## src/hdl/rsPkg.sv

```systemverilog
`default_nettype none

// ============================================================
// Reservation station dispatch side, shared definitions
// ============================================================

package rsPkg;

  localparam int RS_COUNT = 8; // number of reservation-station entries.
  localparam int LANES = 3; // micro-ops offered per dispatch group.
  localparam int TAG_W = 6; // width of the micro-op tag.

  // wide enough to hold the value RS_COUNT itself, not just an index.
  localparam int OCC_W = $clog2(RS_COUNT + 1);

  // ============================================================
  // Micro-op and dispatch group
  // ============================================================

  typedef enum logic [1:0] {
    OP_ALU   = 2'd0, // integer arithmetic.
    OP_MUL   = 2'd1, // multiply unit.
    OP_LOAD  = 2'd2, // memory read.
    OP_STORE = 2'd3  // memory write.
  } rsOp_e;

  typedef struct packed {
    rsOp_e op; // what the entry will execute.
    logic [TAG_W-1:0] tag; // rename tag of the result.
  } rsUop_t;

  // Lane n of the group is uops[n] and is valid when mask[n] is set.
  typedef struct packed {
    logic [LANES-1:0] mask; // one bit per lane that carries a micro-op.
    rsUop_t [LANES-1:0] uops; // the micro-ops, indexed by lane.
  } dispGroup_t;

  // ============================================================
  // Dispatch handshake states
  // ============================================================

  typedef enum logic [1:0] {
    DS_IDLE      = 2'd0, // waiting for a request that fits.
    DS_ACK       = 2'd1, // group written, ack held until req drops.
    DS_WAIT_DROP = 2'd2  // ack dropped, one cycle before the next group.
  } dispState_e;

endpackage

`default_nettype wire

```

## src/hdl/rsAlloc.sv

```systemverilog
`timescale 1ns/10ps
`default_nettype none

// Picks free entries for the three dispatch lanes in a single cycle.
module rsAlloc import rsPkg::*; (
  input  wire logic [RS_COUNT-1:0] freeVec,
  input  wire logic [LANES-1:0]    mask,
  output logic      [RS_COUNT-1:0] sel0,
  output logic      [RS_COUNT-1:0] sel1,
  output logic      [RS_COUNT-1:0] sel2,
  output logic                     stall
);

  // ============================================================
  // Priority pickers
  // ============================================================

  function automatic logic [RS_COUNT-1:0] findFirst(input logic [RS_COUNT-1:0] vec);
    logic [RS_COUNT-1:0] hit;
    hit = '0;
    for (int i = RS_COUNT - 1; i >= 0; i--) begin
      if (vec[i]) begin
        hit = '0; // a lower free bit overrides any higher one.
        hit[i] = 1'b1;
      end
    end
    return hit;
  endfunction

  function automatic logic [RS_COUNT-1:0] findLast(input logic [RS_COUNT-1:0] vec);
    logic [RS_COUNT-1:0] hit;
    hit = '0;
    for (int i = 0; i < RS_COUNT; i++) begin
      if (vec[i]) begin
        hit = '0; // a higher free bit overrides any lower one.
        hit[i] = 1'b1;
      end
    end
    return hit;
  endfunction

  logic [RS_COUNT-1:0] first; // lowest free entry.
  logic [RS_COUNT-1:0] last; // highest free entry.
  logic [RS_COUNT-1:0] next; // lowest free entry left over by lane 0.
  logic lack0;
  logic lack1;
  logic lack2;

  assign first = findFirst(freeVec);
  assign last = findLast(freeVec);

  // Lane 2 skips lane 0's pick only when lane 0 actually dispatches, so
  // lanes 1 and 2 alone still fit into two free entries.
  assign next = findFirst(freeVec & ~(first & {RS_COUNT{mask[0]}}));

  // ============================================================
  // Stall decision
  // ============================================================

  assign lack0 = mask[0] && (first == '0); // nothing free at all.
  assign lack1 = mask[1] && ((last == '0) || (mask[0] && (first == last)));
  assign lack2 = mask[2] && ((next == '0) || (mask[1] && (next == last)));

  // Any lane short of a distinct entry means the group needs more entries than are free.
  assign stall = lack0 | lack1 | lack2;

  assign sel0 = first & {RS_COUNT{mask[0]}}; // unused lanes select nothing.
  assign sel1 = last & {RS_COUNT{mask[1]}};
  assign sel2 = next & {RS_COUNT{mask[2]}};

endmodule

`default_nettype wire

```

## src/hdl/rsEntryTable.sv

```systemverilog
`timescale 1ns/10ps
`default_nettype none

// Holds the reservation-station entries and issues them one at a time.
module rsEntryTable import rsPkg::*; (
  input  wire logic                clk,
  input  wire logic                rst,
  input  wire logic                writeEn,
  input  wire logic [RS_COUNT-1:0] sel0,
  input  wire logic [RS_COUNT-1:0] sel1,
  input  wire logic [RS_COUNT-1:0] sel2,
  input  wire dispGroup_t          dispGroup,
  output logic      [RS_COUNT-1:0] validVec,
  output logic                     issueReq,
  output rsUop_t                   issueUop,
  input  wire logic                issueAck,
  output logic                     issueFree
);

  rsUop_t entries [RS_COUNT]; // payload storage, meaningful only where valid.

  logic [RS_COUNT-1:0] issueSel; // one-hot entry being offered on the issue port.
  logic [RS_COUNT-1:0] lowValid; // one-hot lowest valid entry.
  logic [RS_COUNT-1:0] setMask;
  logic [RS_COUNT-1:0] clrMask;

  // ============================================================
  // Dispatch write
  // ============================================================

  // The selects are one-hot and mutually distinct, so one lane at most hits an entry.
  always_ff @(posedge clk) begin
    for (int i = 0; i < RS_COUNT; i++) begin
      if (writeEn) begin
        if (sel0[i]) begin
          entries[i] <= dispGroup.uops[0];
        end else if (sel1[i]) begin
          entries[i] <= dispGroup.uops[1];
        end else if (sel2[i]) begin
          entries[i] <= dispGroup.uops[2];
        end
      end
    end
  end

  assign setMask = writeEn ? (sel0 | sel1 | sel2) : '0; // entries claimed this cycle.
  assign clrMask = issueFree ? issueSel : '0; // entry handed to the consumer.

  // ============================================================
  // Issue handshake
  // ============================================================

  // Two's complement trick isolates the lowest set bit of the valid vector.
  assign lowValid = validVec & (~validVec + 1'b1);

  // The entry is released on the first cycle the consumer acknowledges.
  assign issueFree = issueReq & issueAck;

  always_ff @(posedge clk) begin
    if (rst) begin
      validVec <= '0;
      issueReq <= 1'b0;
      issueSel <= '0;
    end else begin
      validVec <= (validVec | setMask) & ~clrMask;
      if (issueFree) begin
        issueReq <= 1'b0; // req falls once the ack has been seen.
      end else if (!issueReq && !issueAck && (validVec != '0)) begin
        issueReq <= 1'b1; // a new offer waits for the previous ack to drop.
        issueSel <= lowValid;
      end
    end
  end

  // Offered entry stays valid and unwritten until freed, so this mux is stable.
  always_comb begin
    issueUop = '0;
    for (int i = 0; i < RS_COUNT; i++) begin
      if (issueSel[i]) begin
        issueUop = entries[i];
      end
    end
  end

endmodule

`default_nettype wire

```

## src/hdl/rsDispatchCtrl.sv

```systemverilog
`timescale 1ns/10ps
`default_nettype none

// Runs the four-phase dispatch handshake and times the group write.
module rsDispatchCtrl import rsPkg::*; (
  input  wire logic clk,
  input  wire logic rst,
  input  wire logic dispReq,
  input  wire logic stall,
  output logic      dispAck,
  output logic      writeEn
);

  dispState_e state;
  dispState_e nextState;

  // ============================================================
  // Next-state logic
  // ============================================================

  always_comb begin
    nextState = state;
    writeEn = 1'b0;
    case (state)
      DS_IDLE: begin
        // A request that does not fit just sits here until issues free room.
        if (dispReq && !stall) begin
          writeEn = 1'b1; // whole group goes in on this edge.
          nextState = DS_ACK;
        end
      end
      DS_ACK: begin
        if (!dispReq) begin
          nextState = DS_WAIT_DROP; // front end has seen the ack.
        end
      end
      DS_WAIT_DROP: begin
        nextState = DS_IDLE; // ack is low for this cycle.
      end
      default: begin
        nextState = DS_IDLE;
      end
    endcase
  end

  // ============================================================
  // State register
  // ============================================================

  always_ff @(posedge clk) begin
    if (rst) begin
      state <= DS_IDLE;
    end else begin
      state <= nextState;
    end
  end

  // Ack is a pure function of the state, so it rises the cycle after writeEn.
  assign dispAck = (state == DS_ACK);

endmodule

`default_nettype wire

```

## src/hdl/rsOccupancyCounter.sv

```systemverilog
`timescale 1ns/10ps
`default_nettype none

// Tracks how many reservation-station entries are held.
module rsOccupancyCounter import rsPkg::*; (
  input  wire logic             clk,
  input  wire logic             rst,
  input  wire logic             writeEn,
  input  wire logic [LANES-1:0] mask,
  input  wire logic             issueFree,
  output logic      [OCC_W-1:0] occupancy
);

  logic [OCC_W-1:0] laneCount; // lanes written by the current group.
  logic [OCC_W-1:0] addCount;
  logic [OCC_W-1:0] subCount;

  // ============================================================
  // Increment and decrement terms
  // ============================================================

  always_comb begin
    laneCount = '0;
    for (int i = 0; i < LANES; i++) begin
      laneCount = laneCount + {{(OCC_W - 1){1'b0}}, mask[i]}; // population count.
    end
  end

  assign addCount = writeEn ? laneCount : '0;
  assign subCount = {{(OCC_W - 1){1'b0}}, issueFree}; // one entry leaves per issue.

  // A write and a free may land on the same edge; both apply.
  always_ff @(posedge clk) begin
    if (rst) begin
      occupancy <= '0;
    end else begin
      occupancy <= occupancy + addCount - subCount;
    end
  end

endmodule

`default_nettype wire

```

## src/hdl/rsDispatchTop.sv

```systemverilog
`timescale 1ns/10ps
`default_nettype none

// Dispatch-side slot allocator of the reservation station.
module rsDispatchTop import rsPkg::*; (
  input  wire logic             clk,
  input  wire logic             rst,
  input  wire logic             dispReq,
  input  wire dispGroup_t       dispGroup,
  output logic                  dispAck,
  output logic                  issueReq,
  output rsUop_t                issueUop,
  input  wire logic             issueAck,
  output logic      [OCC_W-1:0] occupancy
);

  logic [RS_COUNT-1:0] validVec; // entries currently held.
  logic [RS_COUNT-1:0] sel0;
  logic [RS_COUNT-1:0] sel1;
  logic [RS_COUNT-1:0] sel2;
  logic stall;
  logic writeEn;
  logic issueFree;

  // ============================================================
  // Allocation and dispatch
  // ============================================================

  rsAlloc alloc_i (
    .freeVec (~validVec),
    .mask    (dispGroup.mask),
    .sel0    (sel0),
    .sel1    (sel1),
    .sel2    (sel2),
    .stall   (stall)
  );

  rsDispatchCtrl ctrl_i (
    .clk     (clk),
    .rst     (rst),
    .dispReq (dispReq),
    .stall   (stall),
    .dispAck (dispAck),
    .writeEn (writeEn)
  );

  // ============================================================
  // Storage, issue and occupancy
  // ============================================================

  rsEntryTable table_i (
    .clk       (clk),
    .rst       (rst),
    .writeEn   (writeEn),
    .sel0      (sel0),
    .sel1      (sel1),
    .sel2      (sel2),
    .dispGroup (dispGroup),
    .validVec  (validVec),
    .issueReq  (issueReq),
    .issueUop  (issueUop),
    .issueAck  (issueAck),
    .issueFree (issueFree)
  );

  rsOccupancyCounter occ_i (
    .clk       (clk),
    .rst       (rst),
    .writeEn   (writeEn),
    .mask      (dispGroup.mask),
    .issueFree (issueFree),
    .occupancy (occupancy)
  );

endmodule

`default_nettype wire

```

## config.mk

```make
export PLATFORM = sky130hd
export DESIGN_NAME = rsDispatchTop
export DESIGN_NICKNAME = d
export VERILOG_FILES = /design/src/hdl/rsPkg.sv /design/src/hdl/rsAlloc.sv /design/src/hdl/rsEntryTable.sv /design/src/hdl/rsDispatchCtrl.sv /design/src/hdl/rsOccupancyCounter.sv /design/src/hdl/rsDispatchTop.sv
export SDC_FILE = /design/constraint.sdc
export NUM_CORES = 1
export LEC_CHECK = 0
export BUFFER_PORTS_ARGS = -buffer_cell sky130_fd_sc_hd__buf_4
export CAP_MARGIN = 5
export CORE_AREA = 2 2 99 111
export DETAILED_ROUTE_END_ITERATION = 8
export DIE_AREA = 0 0 101 113
export PLACE_DENSITY = 0.77
export SYNTH_ARGS = -nofsm -noshare
export SYNTH_HDL_FRONTEND = slang
export SYNTH_SLANG_ARGS = --single-unit
```

## constraint.sdc

```tcl
create_clock -name clk -period 3.75 [get_ports clk]
set_input_delay 0.1875 -clock clk [delete_from_list [all_inputs] [get_ports clk]]
set_output_delay 0.1875 -clock clk [all_outputs]
set_load 0.02 [all_outputs]
```

After elaboration in Yosys (flattened, before gate mapping)
Memories as Yosys holds them, arrays and structs flattened. Index checks and enable logic that the tools add are counted.

Memories: 1. Word-level logic and storage cells: 221. Input port bits: 31. Bits in writable memories: 64. Flip-flop bits (word level): 23.

Memory list: table_i.entries (depth 8, width 8, read ports 8, clocked after Yosys merged registers in 0, wr ports 8, line rsEntryTable.sv:20) `rsUop_t entries [RS_COUNT];`.

Eq/ne operators: 5. Add/subtract/negate cells: 5. Bitwise gates (word level): 32. Muxes and demuxes: 152. Reductions and logical operators: 21.

Operator list (count): $mux W8 (43); $mux W1 (99); $and A8 B8 Y8 (6); $logic_not A8 Y1 (3); $not A8 Y8 (3); $or A8 B8 Y8 (3); $or A1 B1 Y1 (18); $eq A8 B8 Y1 (2); $add A8 B1 Y8 const B (1); $logic_and A1 B1 Y1 (8); $mux W4 (2); $reduce_bool A8 Y1 (1); $mux W7 (1); $mux W2 (3); $mux W6 (1); $mux W5 (1); $add A4 B1 Y4 (1); $add A4 B4 Y4 (1); $pmux W2 S2 (1); $reduce_and A2 Y1 (2); $sub A4 B1 Y4 (1); $logic_not A1 Y1 (3); $mux W3 (1); $add A1 B1 Y2 (1); 8 further kinds (9).

Depth between registers and ports, before layout
Gate-level depths: netlist (run 1).

Depth in word-level cells: 33. Gate-level depth with buffers: 16.

Cells and area by module
From an unflattened synthesis (run 1), not the netlist that was laid out.

Cells, all modules: 645. Area, all modules: 5836.8 µm².

By module, submodules not included: rsEntryTable (cells each 486, instances 1, area each 4678.2 µm², seq. area each 2262.2 µm²); rsAlloc (cells each 114, instances 1, area each 755.7 µm², seq. area each 0.0 µm²); rsOccupancyCounter (cells each 29, instances 1, area each 277.8 µm², seq. area each 80.1 µm²); rsDispatchCtrl (cells each 8, instances 1, area each 95.1 µm², seq. area each 40.0 µm²); rsDispatchTop (cells each 8, instances 1, area each 30.0 µm², seq. area each 0.0 µm²).

Least setup slack after synthesis (run 1)
OpenSTA, ideal clock, no wires.

Path kind: register to register. Start point: reg table_i.validVec[1]. End point: reg occ_i.occupancy[3]. Slack: 0.530 ns. Stages on the path, launching flop included: 16. Data required time: 3.622 ns. Setup time: 0.128 ns. Data arrival time: 3.093 ns. Path through: dfxtp_1 -> buf_6 -> inv_2 -> or4_4 -> a21oi_4 -> nand3_2 -> a221oi_4 -> a21oi_4 -> nand2_1 -> ha_1 -> inv_1 -> ha_1 -> a21o_1 -> a21oi_1 -> xnor2_1 -> nor2_1.

Longest elaborated chain between the ends: 26. Elaborated cells on any way between the ends: 42. Classes of those cells: add/sub: 2; eq/ne: 2; mux: 20; bitwise: 6; reduce/logical: 12.

Ends and longest elaborated chain: start: declaration (line rsEntryTable.sv:13) `output logic [RS_COUNT-1:0] validVec,`; start signal: assignment (line rsEntryTable.sv:65) `validVec <= (validVec | setMask) & ~clrMask;`; $not A8 Y8 (*) (line rsDispatchTop.sv:30) `.freeVec (~validVec),`; $mux W8 (2 in a row) (line rsAlloc.sv:22) `if (vec[i]) begin`; $and A8 B8 Y8 (line rsAlloc.sv:54) `assign next = findFirst(freeVec & ~(first & {RS_COUNT{mask[0]}}));`; $not A8 Y8 (line rsAlloc.sv:54); $and A8 B8 Y8 (line rsAlloc.sv:54); $mux W8 (8 in a row) (line rsAlloc.sv:22); $eq A8 B8 Y1 (line rsAlloc.sv:62) `assign lack2 = mask[2] && ((next == '0) || (mask[1] && (next == last)));`; $logic_and A1 B1 Y1 (line rsAlloc.sv:62); [... 2 more ...]; $or A1 B1 Y1 (*) (line rsAlloc.sv:65) `assign stall = lack0 | lack1 | lack2;`; $logic_not A1 Y1 (*) (line rsDispatchCtrl.sv:27) `if (dispReq && !stall) begin`; $logic_and A1 B1 Y1 (*) (line rsDispatchCtrl.sv:27); $mux W1 (*) (line rsDispatchCtrl.sv:27); $mux W1 (*) (line rsDispatchCtrl.sv:24) `case (state)`; $mux W4 (*) (line rsOccupancyCounter.sv:29) `assign addCount = writeEn ? laneCount : '0;`; $add A4 B4 Y4 (*) (line rsOccupancyCounter.sv:37) `occupancy <= occupancy + addCount - subCount;`; $sub A4 B1 Y4 (*) (line rsOccupancyCounter.sv:37); end signal: assignment (line rsOccupancyCounter.sv:37); end: declaration (line rsOccupancyCounter.sv:11) `output logic [OCC_W-1:0] occupancy`.

Every way passes the cells marked *; elsewhere a longest branch is shown, timed or not. A chain may end at the register's enable or synchronous reset.

==> results.py, run 1 <==
metrics = {
    "run_status": {
        "status": "completed",
    },
    "timing": {
        "worst_pin_slew_ns": 1.00,
        "post-route-period-util": 0.938,
        "fin_setup_tns_ns": 0,
        "max_freq_ghz": 0.284,
        "slew_viol_final": 0,
        "skew_ns": 0.00543,
        "finalSetupViolations": 0,
        "period_needed_ns": 3.52,
        "relSlewSlack": 0.331,
        "hold_viol": 0,
        "rsz0062_at_grt": "false",
    },
    "place": {
        "port_buffers": 44,
        "dp_cells": 814,
        "gp_congestion": 0.975,
        "dp_hpwl_um": 12500,
    },
    "synth": {
        "post_synth.cell_area_avg_sq_um": 9.09,
        "yosys_warnings": 0,
        "synth_enable_flop_cells": 64,
        "synth_nets": 728,
        "synth_area_sq_mm": 0.00623,
        "ys_async_sr_fraction": 0,
        "yosys.area.top_type": "edfxtp_1",
        "synth-seq-cells": 87,
        "synth_top_area_share": 0.308,
        "ys_types": 78,
        "yosysSeqAreaShare": 0.382,
        "ys.flop_type": "edfxtp_1",
        "netlist_instances": 686,
        "synthTopCellsByArea": "edfxtp_1 31%, mux2i_1 10%, dfxtp_1 7.4%",
    },
    "pwr": {
        "p_leak_nw": 2.64,
        "internal-power_w": 0.00186,
        "p_sw_frac": 0.271,
        "clkPwrFrac": 0.384,
        "p_switching_w": 0.000691,
        "power.density_mw_per_mm2": 368,
        "power_frac_comb": 0.182,
        "peakVddDrop_uv": 245,
        "p_seq_frac": 0.434,
    },
    "route": {
        "drc": 0,
        "ant_nets": 0,
        "routedWlPerCell_um": 20.6,
        "drt_iter0_markers": 399,
        "routed_wl_um": 17100,
        "first_pass_iters": 5,
        "num_vias": 5343,
        "vias_per_cell": 6.43,
    },
    "floorplan": {
        "die_h_um": 113,
        "die-area_sq_mm": 0.0114,
        "fp.dieW_um": 101,
        "initial_core_util": 0.608,
        "coreArea_sq_mm": 0.0102,
        "core.rowCount": 39,
        "ioPinCount": 45,
    },
    "worst_hold_path": {
        "holdCritPathClass": "input pin to register",
    },
    "finish": {
        "syn2layout_area_growth_pct": 11.1,
        "finalNetCount": 745,
        "antenna_cells": 0,
        "fin_cells": 831,
        "drive_gt1_frac": 0.171,
    },
    "cts": {
        "cts_htree_levels": 3,
        "numCtsBuffers": 9,
        "clk_path_buf_depth": 2,
        "clkTransAtPathRegs_ns": 0.06,
        "postCtsHoldBufs": 0,
        "cts_tree": "done",
        "clk-insertion-delay-late_ns": 0.34,
        "clock-sinks": 87,
        "cts_setup_buffers": 0,
        "post_cts_resize_count": 0,
        "cts-root-buf": "clkbuf_16",
    },
    "global_routing": {
        "grt.total_usage": 0.315,
        "grt_pass1_vias": 5386,
        "gr-total-overflow": 0,
        "grt_max_degree": 29,
        "antenna_found_initial": 0,
        "grt_pass1_wl_um": 27900,
    },
    "setup_path": {
        "end_kind": "register",
        "critPathRequiredTime_ns": 3.81,
        "worstSetupStartpointType": "register",
        "critPathMaxFanout": 16,
        "crit_arrival_ns": 3.57,
        "critical_path_class": "register to register",
    },
    "run": {
        "drv_cap": 0,
    },
}
==> power groups by stage <==
stage	clock network [W]	registers, W	logic, W
after floorplan	0	0.00113	0.000298
after global placement	0	0.00113	0.000446
after detailed placement	0	0.00113	0.000457
after CTS	0.000977	0.00111	0.000460
after global routing	0.00101	0.00111	0.000509
final	0.000979	0.00111	0.000464
==> cell type report <==
cell class                      count  area, sq um
Multi-Input combinational cell    495         3380
Fill cell                         819         3320
Sequential cell                    87         2380
Timing Repair Buffer               73          548
Clock buffer                       10          229
Tap cell                          123          154
Inverter                           37          139
Clock inverter                      6         92.6
==> stage by stage <==
stage | instance area (sq um) | setup WS (ns) | total power [W] | hold slack [ns] | util
floorplan | 6230 | 0.530 | 0.00143 | 0.259 | -
global placement | 6600 | 0.400 | 0.00157 | 0.369 | 0.644
detailed placement | 6600 | 0.290 | 0.00159 | 0.383 | 0.644
CTS | 6920 | 0.274 | 0.00255 | 0.0288 | 0.675
global route | 6930 | 0.0517 | 0.00263 | 0.0409 | 0.676
finish | 6930 | 0.234 | 0.00255 | 0.0323 | 0.676
==> Yosys cell counts, types with 13 or more instances <==
master and n:
buf_1 13, dfxtp_1 23, nor2_1 72, buf_2 23, a21oi_1 89, o21ai_0 24, inv_1 36, mux2i_1 65
clkbuf_1 21, nand2_1 61, edfxtp_1 64
==> metal layers <==
metal  wire length [um]  global-route usage  up-vias
met3                965              0.0358       55
met2               8720               0.540      240
met4                694               0.160        0
li1                   -                   -     2526
met1               6740               0.389     2522
met5                  0                   0        -
==> logic make-up after synthesis <==
logic type / Yosys count / share of synthesized area
AO/OA/AOI/OAI: 199 / 0.230
XOR/XNOR: 13 / 0.0183
adder cells (fa/ha/maj): 12 / 0.0261
buffers and inverters: 104 / 0.0757
flip-flops: 87 / 0.382
multiplexers: 69 / 0.112
AND/OR/NAND/NOR: 202 / 0.156
==> critical path: stages (launching register included) <==
cell	delay (ns)
dfxtp_1	0.70
buf_4	0.26
nand2_1	0.06
nor4_1	0.27
a31o_1	0.14
o2111ai_1	0.12
or4bb_1	0.62
buf_4	0.23
o211ai_4	0.41
mux2i_1	0.30
a21oi_1	0.11
==> sequential cells by signal, indices dropped and copies added (netlist names) <==
name and flops:
ctrl_i.state 2, table_i.issueReq 1, table_i.issueSel 8, table_i.validVec 8, table_i.entries 64, occ_i.occupancy 4
==> path summary, 6_finish.rpt <==
check                                   startpoint                                to  slack [ns]  cells past startpoint
setup / recovery    table_i.validVec[2]$_SDFF_PP0_  table_i.entries[1][21]$_DFFE_PP_        0.23                     10
hold / removal                             dispReq      ctrl_i.state[1]$_SDFFE_PP0P_        0.03                      2
setup reg to reg    table_i.validVec[2]$_SDFF_PP0_  table_i.entries[1][21]$_DFFE_PP_        0.23                     10
hold reg to reg   table_i.issueSel[0]$_SDFFE_PP0P_    table_i.validVec[0]$_SDFF_PP0_        0.47                      1
==> cell usage in the layout, fill, tap and decap left out, types with 5 or more instances in the layout <==
cell type / n
a211o_1: 8
a211oi_1: 6
a21oi_1: 89
a221oi_1: 11
a22oi_1: 7
buf_4: 72
clkbuf_16: 9
dfxtp_1: 23
edfxtp_1: 64
ha_1: 9
inv_1: 36
mux2i_1: 65
nand2_1: 61
nand3_1: 12
nor2_1: 72
nor3_1: 12
o21ai_0: 24
o221ai_1: 7
o31ai_1: 8
xnor2_1: 8
xor2_1: 5
(Power assumes the default switching activity.)
==> run 2: changes to the inputs <==
--- a/config.mk
+++ b/config.mk
@@ -11,6 +11,7 @@
 export DETAILED_ROUTE_END_ITERATION = 8
 export DIE_AREA = 0 0 101 113
 export PLACE_DENSITY = 0.77
+export RECOVER_POWER = 100
 export SYNTH_ARGS = -nofsm -noshare
 export SYNTH_HDL_FRONTEND = slang
 export SYNTH_SLANG_ARGS = --single-unit
==> run 2 against run 1 <==
Compared with the run above:
- clock skew about the same
- non-clock buffer count did not move
- largest cell class unchanged
- first-iteration DRC count down 2.0%
- via count up 0.17%
- maximum frequency rose by 0.28%
- design area decreased by 1.3%
- critical endpoint unchanged
- die area unchanged
- flip-flop and latch count did not move
- sequential share of layout area rose by 0.45 points
- hold slack improved by 0.0018 ns
==> results.py, run 2 (synthesis results as in run 1) <==
metrics = {
    "global_routing": {
        "grt_max_degree": 29,
        "grt_pass1_vias": 5386,
        "grt.total_usage": 0.315,
        "gr-total-overflow": 0,
        "grt_pass1_wl_um": 27900,
        "antenna_found_initial": 0,
    },
    "setup_path": {
        "end_kind": "register",
        "path_cells": "buf_4, nand2_1, nor4_1, a31o_1, o2111ai_1, or4bb_1, buf_4, o211ai_4, mux2i_1, a21oi_1",
        "timing.critical_path.slowest_cell_delay_ns": 0.70,
        "critPathMostFrequentCell": "buf_4",
        "cpMaxStageDelayCell": "dfxtp_1",
        "crit_path_end": "table_i.entries[1][21]$_DFFE_PP_",
        "critical_path_class": "register to register",
        "rrSetupSlack_ns": 0.24,
        "worstSetupStartpointType": "register",
        "rr_startpoint": "table_i.validVec[2]$_SDFF_PP0_",
        "crit_start": "table_i.validVec[2]$_SDFF_PP0_",
        "crit_arrival_ns": 3.56,
        "critPathMaxFanout": 16,
        "r2r_end": "table_i.entries[1][21]$_DFFE_PP_",
        "critPathRequiredTime_ns": 3.81,
        "reg2reg_depth": 10,
    },
    "cts": {
        "cts_setup_buffers": 0,
        "numCtsBuffers": 9,
        "cts_tree": "done",
        "post_cts_resize_count": 0,
        "clock-sinks": 87,
        "clkTransAtPathRegs_ns": 0.07,
        "clk-insertion-delay-late_ns": 0.33,
        "cts-root-buf": "clkbuf_16",
        "postCtsHoldBufs": 0,
        "clk_path_buf_depth": 2,
        "cts_htree_levels": 3,
    },
    "finish": {
        "seq_area_sq_mm": 0.00238,
        "multi_input_area_sq_mm": 0.00337,
        "finalNetCount": 745,
        "syn2layout_area_growth_pct": 9.65,
        "drive_gt1_frac": 0.140,
        "reg.largest.list": "table_i.entries x64, table_i.issueSel x8, table_i.validVec x8",
        "nFillCells": 836,
        "antenna_cells": 0,
        "largest-register": "table_i.entries",
        "largest_register_ff_count": 64,
        "final_cell_mix": "89 x a21oi_1, 72 x nor2_1, 65 x mux2i_1",
        "final_common_cell": "a21oi_1",
    },
    "timing": {
        "relSlewSlack": 0.343,
        "hold_ws_ns": 0.0342,
        "slew_viol_final": 0,
        "worst_pin_slew_ns": 0.985,
        "hold_viol": 0,
        "rsz0062_at_grt": "false",
        "finalSetupViolations": 0,
        "skew_ns": 0.00495,
        "post-route-period-util": 0.935,
        "period_needed_ns": 3.51,
        "max_freq_ghz": 0.285,
        "fin_setup_tns_ns": 0,
    },
    "floorplan": {
        "die-area_sq_mm": 0.0114,
        "core.rowCount": 39,
        "initial_core_util": 0.608,
        "fp.dieW_um": 101,
        "die_h_um": 113,
        "coreArea_sq_mm": 0.0102,
        "ioPinCount": 45,
    },
    "pwr": {
        "power.density_mw_per_mm2": 369,
        "peakVddDrop_uv": 244,
        "p_leak_nw": 2.55,
    },
    "place": {
        "gp_congestion": 0.975,
        "dp_hpwl_um": 12500,
        "port_buffers": 44,
    },
    "route": {
        "num_vias": 5352,
        "routedWlPerCell_um": 20.6,
        "routed_wl_um": 17100,
        "drt_iter0_markers": 391,
        "vias_per_cell": 6.44,
        "first_pass_iters": 5,
        "ant_nets": 0,
        "drc": 0,
    },
    "run": {
        "drv_cap": 0,
    },
    "run_status": {
        "status": "completed",
    },
    "worst_hold_path": {
        "holdCritPathClass": "input pin to register",
    },
}
-- run 2: stage by stage --
stage	instance area, sq um	total power (W)	instances	util	setup WS (ns)
floorplan	6230	0.00143	686	-	0.530
global placement	6600	0.00157	814	0.644	0.400
detailed placement	6600	0.00159	814	0.644	0.290
CTS	6920	0.00255	830	0.675	0.274
global route	6840	0.00261	831	0.667	0.0517
finish	6840	0.00252	831	0.667	0.244
-- run 2: how the worst min path moves through the flow --
stage                   from  depth (start not counted)                             to
floorplan                rst                          1  occ_i.occupancy[0]$_SDFF_PP0_
global placement    issueAck                          2  table_i.issueReq$_SDFFE_PP0P_
detailed placement   dispReq                          2   ctrl_i.state[1]$_SDFFE_PP0P_
CTS                  dispReq                          2   ctrl_i.state[1]$_SDFFE_PP0P_
global route         dispReq                          2   ctrl_i.state[1]$_SDFFE_PP0P_
finish               dispReq                          2   ctrl_i.state[1]$_SDFFE_PP0P_
-- run 2: final cells by class --
class | count | share of cell area
multi-input combinational | 495 | 0.493
tap | 123 | 0.0225
sequential | 87 | 0.348
timing repair buffer | 73 | 0.0684
clock buffer | 10 | 0.0335
inverter | 37 | 0.0203
clock inverter | 6 | 0.0135
-- run 2: routing by layer --
| layer | up-vias | part of all wire | GRT usage |
|---|---|---|---|
| li1 | 2526 | - | - |
| met2 | 225 | 0.52 | 0.540 |
| met5 | - | 0 | 0 |
| met4 | 0 | 0.035 | 0.160 |
| met1 | 2555 | 0.39 | 0.389 |
| met3 | 46 | 0.054 | 0.0358 |
-- run 2: report_power, final --
| group | switching, W | total, W | internal [W] |
|---|---|---|---|
| clock | 0.000386 | 0.000975 | 0.000589 |
| sequential | 0.0000296 | 0.00111 | 0.00108 |
| combinational | 0.000271 | 0.000442 | 0.000171 |
-- run 2: worst max-delay path, delay by kind of cell, from the launching register on --
family | cells | cell delay, ns
flip-flops | 1 | 0.70
multiplexers | 1 | 0.30
AND/OR/NAND/NOR | 3 | 0.95
buffers and inverters | 2 | 0.49
AO/OA/AOI/OAI | 4 | 0.78
